`config.mk`:
```
export PLATFORM = sky130hd
export DESIGN_NAME = execute_unit
export DESIGN_NICKNAME = d
export VERILOG_FILES = /design/src/source/hart_pkg.sv /design/src/source/execute_unit.sv
export SDC_FILE = /design/constraint.sdc
export NUM_CORES = 1
export LEC_CHECK = 0
export BUFFER_PORTS_ARGS = -buffer_cell sky130_fd_sc_hd__buf_2
export CAP_MARGIN = 20
export CORE_ASPECT_RATIO = 0.6
export CORE_MARGIN = 5
export CORE_UTILIZATION = 50
export DETAILED_ROUTE_END_ITERATION = 12
export GPL_ROUTABILITY_DRIVEN = 0
export PLACE_DENSITY_LB_ADDON = 0.3
export SYNTH_ARGS = -nofsm -noshare
export SYNTH_HDL_FRONTEND = slang
export SYNTH_SLANG_ARGS = --single-unit
```
`constraint.sdc`:
```
create_clock -name vclk -period 5.8
set_input_delay 0.58 -clock vclk [all_inputs]
set_output_delay 0.58 -clock vclk [all_outputs]
set_load 0.01 [all_outputs]
```
`src/source/hart_pkg.sv`:
```
package hart_pkg;

    // ==========================================================================
    // Widths
    // ==========================================================================
    localparam int xlen = 32;
    localparam int ilen = 32;

    typedef logic [4:0]      reg_index_t;
    typedef logic [xlen-1:0] word_t;

    // ==========================================================================
    // Major opcodes
    // ==========================================================================
    localparam logic [6:0] opcode_op     = 7'b0110011;
    localparam logic [6:0] opcode_op_imm = 7'b0010011;
    localparam logic [6:0] opcode_load   = 7'b0000011;
    localparam logic [6:0] opcode_store  = 7'b0100011;
    localparam logic [6:0] opcode_jal    = 7'b1101111;

    // Decoded operation
    typedef enum logic [2:0] {
        op_add,
        op_sub,
        op_addi,
        op_lw,
        op_sw,
        op_jal,
        op_unknown
    } op_t;

    // Where the register write value comes from
    typedef enum logic {
        wb_from_compute,
        wb_from_memory
    } wb_source_t;

endpackage

```
`src/source/execute_unit.sv`:
```
`timescale 1ns/1ps

module execute_unit import hart_pkg::*; (
    input  op_t   op,
    input  word_t pc,
    input  word_t rs1_value,
    input  word_t rs2_value,
    input  word_t immediate,
    output word_t result,
    output logic  jump_taken,
    output word_t jump_target
);

    always_comb begin
        case (op)
            op_add:  result = rs1_value + rs2_value;
            op_sub:  result = rs1_value - rs2_value;
            // Loads and stores use the sum as the data address
            op_addi,
            op_lw,
            op_sw:   result = rs1_value + immediate;
            op_jal:  result = pc + 32'd4;
            default: result = '0;
        endcase
    end

    assign jump_taken  = (op == op_jal);
    assign jump_target = pc + immediate;

endmodule

```
# ---- Word-level counts from Yosys, hierarchy flattened
# Index checks and enable logic that the tools add are counted.
dict set report classes {
  addsub 5
  eq_ne 5
  muxes 1
  reduce_logical 2
}
# op n
set ops {}
lappend ops {{$pmux 32 s4} 1}
lappend ops {{$add 32x32->32} 3}
lappend ops {{$add 32x3->32 const B} 1}
lappend ops {{$sub 32x32->32} 1}
lappend ops {{$eq 3x2->1 const B} 2}
lappend ops {{$eq 3x3->1 const B} 2}
lappend ops {{$eq 3x1->1 const B} 1}
lappend ops {{$logic_not 3->1} 1}
lappend ops {{$reduce_or 3->1} 1}
dict set report word_totals {
  regBits 0
  output_inout_bits 65
  word_cells 13
}

# ---- Depth between registers and ports, before layout
# Gate-level depths: netlist (run 1).
dict set report logic_depth {
  word_depth 3
  mapped_depth 21
  mapped_depth_nobuf 19
}

# ---- Worst setup path after synthesis (run 1)
# No wires, ideal clock.
dict set report synth_path {
  kind {input port to output port}
  startpoint {input rs2_value[8]}
  endpoint {output result[30]}
  arrival_ps 4548
  required_ps 5220
  slack_ps 672
  stages 18
  cell_sequence {or4_1 -> or4_1 -> clkbuf_1 -> or2_2 -> nor3_1 -> mux2_2 -> a21oi_1 -> nor2_1 -> a211oi_1 -> ha_1 -> a21oi_1 -> nand2b_1 -> nor2b_1 -> nor2_1 -> nor3b_1 -> a31oi_1 -> o21a_1 -> o32ai_1}
}
dict set report synth_between {
  elab_chain_len 2
  elab_cells_between_ends 3
  classes_between {add/sub: 2; mux: 1}
}
# element line_no
set synth_lines {}
lappend synth_lines {{start, declared} execute_unit.sv:7} ;# input word_t rs2_value,
lappend synth_lines {{$sub 32x32->32 or $add 32x32->32 (tied branches)} {execute_unit.sv:17, execute_unit.sv:16}}
lappend synth_lines {{$pmux 32 s4 *} execute_unit.sv:15} ;# case (op)
lappend synth_lines {{end, declared} execute_unit.sv:9} ;# output word_t result,
# Mark *: on every way between the ends. The rest lies on a longest branch, timed or not.

# ---- Final worst setup path (run 1)
dict set report layout_path {
  startpoint {input rs2_value[8]}
  endpoint {output result[22]}
}
# Same word-level chain as after synthesis.

==> summary.txt, run 1 <==
Final layout
  – Clkbuf count: 0
  – Layout cell share with drive strength beyond 1: 0.231
  – Filler cells: ~1100
  – Area Overhead vs Synth: 20.6%
  – Num sequential: 0
  – Finished Layout Cells: approximately 1200
  – Reg area: 0 sq um
  – Multi-input logic area: between 0.005 and 0.006 sq mm
  – # nets final: 1266

Synth
  – Syn Nets: 1088
  – Post-synthesis sequential area ratio: 0
  – Post-synth top area cell: ha_1
  – Gate Count Post-Synth: ~900
  – Syn Std Cell Area: between 0.005 and 0.006 sq mm
  – Most frequent cell after synthesis: a21oi_1
  – Synth unique cells: 66
  – Syn_area_per_cell: 6.65 sq um
  – Most common library cells after synthesis: 80 x a21oi_1, 78 x nand2_1, 72 x nor2_1
  – Area share of the largest cell type after synthesis: 0.149
  – Top post-synthesis cells by area: ha_1 15%, a21oi_1 6.8%, xor2_1 5.8%, xnor2_1 5.5%, nand2_1 5.0%
  – YS warnings: 0

Floorplanning
  – Die Footprint: roughly 0.014 sq mm
  – Die Ht: ~94 um
  – CORE AREA: 0.0114 sq mm
  – Initial Util: 0.516
  – Num rows: 30
  – I/O pins: just under 200
  – Chip width: approximately 150 um

Routing
  – Via Count: a little under 8000
  – Drt pass-1 iters: 8
  – Routed vias/inst: between 6 and 7
  – Remaining DRCs: 0
  – Initial DRC Count: between 700 and 800
  – Routed Antenna Nets: 0
  – Routed len/inst: 18.8 um
  – Final wirelength: 23100 um

STA
  – Final Max Tran Viols: 0
  – Final Critical Period: between 5 and 6 ns
  – RSZ-0062 raised after global routing: no
  – Final Hold Vio Count: 0
  – Final period util: 0.958
  – Setup TNS: 0 ns
  – Hold slack: roughly 1.5 ns
  – Relative slew slack: 0.527
  – Final setup fails: 0
  – Fmax: around 180 MHz
  – Slew @ Worst Pin: ~0.7 ns
  – Setup WS post-layout: 0.245 ns

Critical path
  – Worst Setup End Kind: output port
  – Crit-path cells: buf_2 > or4_1 > or4_1 > buf_4 > or3_1 > a31oi_1 > o22ai_1 > a21oi_2 > ha_1 > a21o_1 > a21o_1 > a31oi_1 > a31oi_2 > o21ai_1 > a21boi_1 > o21a_1 > o32ai_1 > buf_2
  – Startpoint type of the worst setup path: primary input
  – Slowest-stage cell, CP: or4_1
  – Worst Path Max Fanout: 8
  – CP Data Arrival Time: 4.98 ns
  – Crit Path Class: primary input to output port
  – WP data required: 5.22 ns
  – Max stage delay on crit path: a little over 0.5 ns

GRT
  – Largest net degree at the start of global routing: 37
  – Total GRT Usage: 0.306
  – GR Overflow Total: 0
  – Vias in the first global route: between 6000 and 7000
  – Initial antenna violation count: 2
  – Global-route wire length before repair: 34900 um

Place
  – Placed insts: roughly 1200
  – Port Buffer Count: 196
  – Dpl ws: 0.149 ns
  – Final HPWL DP: approximately 20000 um

Power
  – VDD IR max: between 70 and 80 uV
  – Final Power: about 930 uW
  – Pleak: between 0.003 and 0.004 uW
  – PwrDens: ~130 mW/mm^2

Job
  – Max cap viols: 0

Outcome
  – Status: completed

Clock network
  – CTS Hold Bufs: 0

Worst hold path
  – Hold WC Path Type: primary input to output port
timing repair:
action                                  CTS  global route
endpoints found under the setup margin    0             8
setup buffers                             0             0
gates resized for setup                   0            10
path summary, 6_finish.rpt:
path / depth (start not counted) / slack, ns / start / end
max: 18 / 0.24 / rs2_value[8] / result[22]
min: 3 / 1.47 / immediate[0] / jump_target[0]
per-stage QoR:
stage,instance area [sq um],utilization
after detailed placement,7060,0.618
after global routing,7100,0.622
final,7100,0.622
after floorplan,5890,-
after CTS,7060,0.618
after global placement,7060,0.618
metal layers:
metal | vias to the layer above | routed length, um | global-route usage
li1 | 3746 | - | -
met1 | 3428 | 10400 | 0.469
met2 | 484 | 8330 | 0.404
met3 | 24 | 4130 | 0.128
met4 | 4 | 188 | 0.0160
met5 | - | 15 | 0
final cells by class:
cell class | instances | area share
well taps | 160 | 0.0282
repair buffers | 214 | 0.157
diodes | 2 | 0.000705
multi-input cells | 814 | 0.796
inverters | 33 | 0.0174
power breakdown:
group / internal [uW] / leakage, uW / switching, uW / total [uW]
clock: 0.0000461 / 0.0000000127 / 0 / 0.0000461
combinational: 388 / 0.00320 / 547 / 935
sequential: 0 / 0 / 0 / 0
worst max-delay path: cells and delay by family:
kind            cells  cell delay [ns]
fa+ha+maj           1             0.29
compound gates     11             2.21
buf+inv             3             0.54
simple gates        3             1.35
kinds of logic (layout without fill, tap and decap cells):
group / count (synthesis) / in the layout / share of synthesized area
xor+xnor: 76 / 76 / 0.113
fa+ha+maj: 72 / 72 / 0.156
mux: 37 / 37 / 0.0648
simple gates: 306 / 306 / 0.258
buf+inv: 71 / 247 / 0.0470
other cells: 0 / 2 / 0
compound gates: 323 / 323 / 0.361
cell usage in the layout, fill, tap and decap left out, types with 4 or more instances in the layout:
master and n:
o21ai_0 54, o32ai_1 9, xor2_1 39, o211ai_1 14, mux2_2 8, nand2_1 78
ha_1 70, nor2b_1 15, o21a_1 14, inv_1 33, nor4_1 7, nor3_1 24
a211oi_2 4, buf_2 196, o22ai_1 21, nor2_1 71, or2_2 4, o41ai_1 4
nand4_1 15, and3_1 10, mux2i_1 28, or3_1 8, a21oi_1 78, o31ai_1 6
nand2b_1 13, xnor2_1 37, a21o_1 24, buf_4 18, nand3_1 38, a311oi_1 6
a31oi_1 10, o21bai_1 10, a211oi_1 29
Power figures use the tool's default switching activity.
==> run 2: changes to the inputs <==
- CORE_UTILIZATION: 50 -> 54
==> run 2 against run 1 <==
Net effect: sequential cell count is the same; wire length shrank 0.67%; first-iteration DRC count grew 8.8%; critical endpoint is now result[30]; largest cell class unchanged.
==> summary.txt, run 2 (same netlist as run 1, synthesis figures left out) <==
Outcome
  – Status: completed

Worst hold path
  – Hold Path Cell Cnt: 3
  – HP Start: immediate[0]
  – Hold Path End: jump_target[0]
  – Hold WC Path Type: primary input to output port

Routing
  – Initial DRC Count: around 780
  – Routed Antenna Nets: 0
  – Drt pass-1 iters: 6
  – Final wirelength: about 23000 um
  – Remaining DRCs: 0
  – Via Count: 7724
  – Routed vias/inst: around 6.5
  – Routed len/inst: between 15 and 20 um

Job
  – Max cap viols: 0

Power
  – Internal power: between 300 and 400 uW
  – PwrDens: around 130 mW/mm^2
  – Switch share: 0.586
  – Combinational power share: 1.000
  – Switching pwr: between 500 and 600 uW
  – Sequential share of power: 0
  – Pleak: approximately 0.0032 uW
  – Final Power: slightly above 900 uW
  – Power share of the clock group: 0
  – VDD IR max: about 80 uV

GRT
  – Vias in the first global route: 6666
  – Total GRT Usage: 0.324
  – GR Overflow Total: 0
  – Global Route met3 Usage: 0.0958
  – Initial antenna violation count: 2
  – Most Used Layer, Global Route: met1
  – Global-route wire length before repair: around 35000 um
  – M1 GR Usage: 0.526
  – Met2 Use GR: 0.428
  – Largest net degree at the start of global routing: 51

Final layout
  – Num sequential: 0
  – Post-Route Utilization: 0.666
  – Cell area after layout: 0.00705 sq mm
  – Antenna Cells: 0
  – Area Overhead vs Synth: 19.7%
  – # nets final: about 1300
  – Finished Layout Cells: between 1000 and 1500
  – Reg area: 0 sq um
  – Leading cell type in the layout, fill and taps excluded: buf_2
  – Layout cell share with drive strength beyond 1: 0.231
  – Clkbuf count: 0
  – Most frequent cells in the layout: 196 x buf_2, 80 x a21oi_1, 78 x nand2_1
  – Filler cells: roughly 980

Place
  – Dpl ws: about 0.11 ns
  – Post-DP Area: 0.00700 sq mm
  – Placed insts: between 1000 and 1500
  – Final HPWL DP: between 15000 and 20000 um
  – Port Buffer Count: approximately 200

STA
  – Slew @ Worst Pin: about 0.82 ns
  – Final Hold Vio Count: 0
  – Final period util: 0.968
  – Final Critical Period: approximately 5.6 ns
  – Setup WS post-layout: between 0.15 and 0.2 ns
  – Final setup fails: 0
  – Final Max Tran Viols: 0
  – Fmax: between 150 and 200 MHz
  – Relative slew slack: 0.456

Floorplanning
  – Num rows: 29
  – I/O pins: about 200
  – Die Footprint: around 0.013 sq mm
  – Initial Util: 0.556
  – Chip width: 145 um
  – Die Ht: between 90 and 100 um
  – CORE AREA: between 0.01 and 0.015 sq mm

Critical path
  – Worst Path Max Fanout: 10
  – WP data required: 5.22 ns
  – Crit Path Class: primary input to output port
  – Startpoint type of the worst setup path: primary input
  – CP Data Arrival Time: between 5 and 6 ns
  – Worst Setup End Kind: output port

Clock network
  – CTS Hold Bufs: 0
==> run 2: changes by cell type in the layout (fill, tap and decap cells not counted), sizes merged <==
cell | before | now
buf | 214 | 211
diode | 2 | 0
==> run 2: power groups by stage <==
stage	clock network, uW	logic [uW]	registers (uW)
floorplan	0	588	0
global placement	0	890	0
detailed placement	0	900	0
CTS	0	907	0
global route	0	1020	0
finish	0	935	0
==> run 2: how the worst max path moves through the flow <==
stage | startpoint | cells after the start | endpoint
floorplan | rs2_value[8] | 18 | result[30]
finish | rs2_value[10] | 16 | result[30]
global placement | rs2_value[8] | 19 | result[30]
global route | rs2_value[1] | 18 | result[30]
detailed placement | rs2_value[8] | 19 | result[30]
CTS | rs2_value[8] | 19 | result[30]
==> run 2: final cells by class <==
class	instances	area (sq um)	share of cell area
inverter	33	124	0.0176
timing repair buffer	211	1090	0.155
tap	139	174	0.0247
multi-input combinational	814	5660	0.803
==> run 2: what timing repair did <==
| action | in CTS | in global routing |
|---|---|---|
| endpoints found under the setup margin | 0 | 12 |
| buffers inserted | 0 | 1 |
| endpoints found under the hold margin | 0 | 0 |
| gates resized for setup | 0 | 11 |
==> run 2: critical path: stages <==
cell,delay (ns)
buf_2,0.13
or3_4,0.40
or3_4,0.36
or4_4,0.50
or4_4,0.50
nor4_4,0.15
mux2_1,0.16
o21ai_1,0.06
a222oi_1,0.66
ha_2,0.42
a21oi_1,0.21
nor3b_2,0.21
a31oi_1,0.12
o21a_1,0.19
o32ai_1,0.20
buf_2,0.17
==> run 2: per-stage QoR <==
| step | setup TNS, ns | hold slack (ns) |
|---|---|---|
| floorplan | 0 | 1.26 |
| global placement | 0 | 1.47 |
| detailed placement | 0 | 1.48 |
| CTS | 0 | 1.48 |
| global route | -0.0136 | 1.50 |
| finish | 0 | 1.48 |
==> run 2: metal layers <==
metal  routed length [um]  vias to the layer above
li1                     -                     3739
met1                10300                     3481
met5                   25                        -
met3                 3960                       20
met4                  130                        4
met2                 8500                      480
==> run 3: changes to the inputs <==
- CORE_ASPECT_RATIO: 0.6 -> 0.9
==> run 3 against run 2 <==
Net effect: design area is 0.44% lower; sequential share of layout area unchanged; fmax decreased by 0.53%; wire length fell by 5.9%; clock-buffer cell count did not move; combinational power is 2.5% lower; die area decreased by 0.50%; worst setup slack worse by 0.030 ns; highest routed layer is now met4.
==> summary.txt, run 3 (same netlist as run 1, synthesis figures left out) <==
Place
  – Post-DP Area: approximately 0.0070 sq mm
  – Final HPWL DP: roughly 18000 um
  – Port Buffer Count: between 150 and 200
  – Dpl ws: around 0.26 ns

STA
  – Final Max Tran Viols: 0
  – Slew @ Worst Pin: roughly 0.67 ns
  – Final setup fails: 0
  – Relative slew slack: 0.548
  – Fmax: ~180 MHz
  – Setup TNS: 0 ns
  – RSZ-0062 raised after global routing: no
  – Setup WS post-layout: roughly 0.15 ns
  – Final period util: 0.974
  – Final Critical Period: between 5 and 6 ns
  – Final Hold Vio Count: 0

Worst hold path
  – Hold WC Path Type: primary input to output port

Critical path
  – Worst Setup End Kind: output port
  – CP Data Arrival Time: approximately 5.1 ns
  – Crit Path Class: primary input to output port
  – Crit path launch: rs2_value[8]
  – Crit path to: result[22]
  – Worst Path Max Fanout: 8
  – Startpoint type of the worst setup path: primary input
  – WP data required: about 5.2 ns

Routing
  – Routed met2 length: just over 9000 um
  – Routed vias/inst: 6.43
  – Final wirelength: between 20000 and 25000 um
  – Drt pass-1 iters: 6
  – Initial DRC Count: ~1200
  – Routed Antenna Nets: 0
  – Uppermost routed layer: met4
  – WL met1: between 9000 and 10000 um
  – Remaining DRCs: 0
  – Routed len/inst: roughly 18 um
  – Met3 wire length: 2780 um
  – Via Count: 7683

Final layout
  – Most frequent cells in the layout: 196 x buf_2, 80 x a21oi_1, 78 x nand2_1
  – Clkbuf count: 0
  – Reg area: 0 sq um
  – Leading cell type in the layout, fill and taps excluded: buf_2
  – Layout cell share with drive strength beyond 1: 0.224
  – Area Overhead vs Synth: 19.2%
  – # nets final: roughly 1300
  – Cell area after layout: 0.00702 sq mm
  – Post-Route Utilization: 0.652
  – Num sequential: 0
  – Filler cells: approximately 1000

Floorplanning
  – Die Ht: between 100 and 150 um
  – Die Footprint: 0.0131 sq mm
  – Initial Util: 0.547
  – CORE AREA: ~0.011 sq mm
  – I/O pins: between 150 and 200
  – Num rows: 36
  – Chip width: between 100 and 150 um

GRT
  – GR Overflow Total: 0
  – Largest net degree at the start of global routing: 52
  – Vias in the first global route: 6487
  – Global-route wire length before repair: about 33000 um
  – Total GRT Usage: 0.302
  – Initial antenna violation count: 3

Power
  – Final Power: approximately 910 uW
  – PwrDens: between 100 and 150 mW/mm^2
  – VDD IR max: around 69 uV
  – Pleak: 0.00318 uW

Job
  – Max cap viols: 0

Clock network
  – CTS Hold Bufs: 0

Outcome
  – Status: completed
[run 3: worst max-delay path, stage by stage]
cell	delay, ns
buf_2	0.14
or4_1	0.51
or4_1	0.51
buf_4	0.18
or3_1	0.33
a31oi_1	0.16
o22ai_1	0.10
a21oi_1	0.29
ha_1	0.31
a21o_1	0.19
a21o_1	0.19
a31oi_1	0.21
a31oi_1	0.16
o21ai_0	0.35
a21boi_0	0.21
o21a_1	0.21
o32ai_1	0.24
buf_2	0.18
[run 3: cell type report]
class / instances / area, sq um / share of cell area
multi-input combinational: 814 / 5630 / 0.803
timing repair buffer: 210 / 1090 / 0.155
inverter: 33 / 124 / 0.0176
antenna: 4 / 10.0 / 0.00143
tap: 133 / 166 / 0.0237
[run 3: report_power, final]
group          switching, uW   leakage, uW  internal, uW
combinational            528       0.00318           383
sequential                 0             0             0
clock                      0  0.0000000254     0.0000923
total                    528       0.00318           383
[run 3: how the worst min path moves through the flow]
stage,from,end,slack (ns),cells after the start
6_report,immediate[0],jump_target[0],1.48,3
5_1_grt,immediate[0],jump_target[0],1.52,3
4_1_cts,immediate[0],jump_target[0],1.48,3
3_5_place_dp,immediate[0],jump_target[0],1.48,3
3_3_place_gp,immediate[0],jump_target[0],1.47,3
2_1_floorplan,pc[2],result[2],1.26,1
[run 3: what timing repair did]
item                                    4_1_cts  5_1_grt
resized for setup                             0        4
setup buffers                                 0        1
endpoints found under the setup margin        0        3
[run 3: through the flow]
stage               hold WS (ns)  std cells
floorplan                   1.26        885
finish                      1.48       1194
CTS                         1.48       1189
global route                1.52       1193
detailed placement          1.48       1189
global placement            1.47       1189
[run 3: metal layers]
metal | track usage | vias up
met5 | 0 | -
met1 | 0.446 | 3467
li1 | - | 3733
met4 | 0.0376 | 0
met2 | 0.468 | 453
met3 | 0.0529 | 30
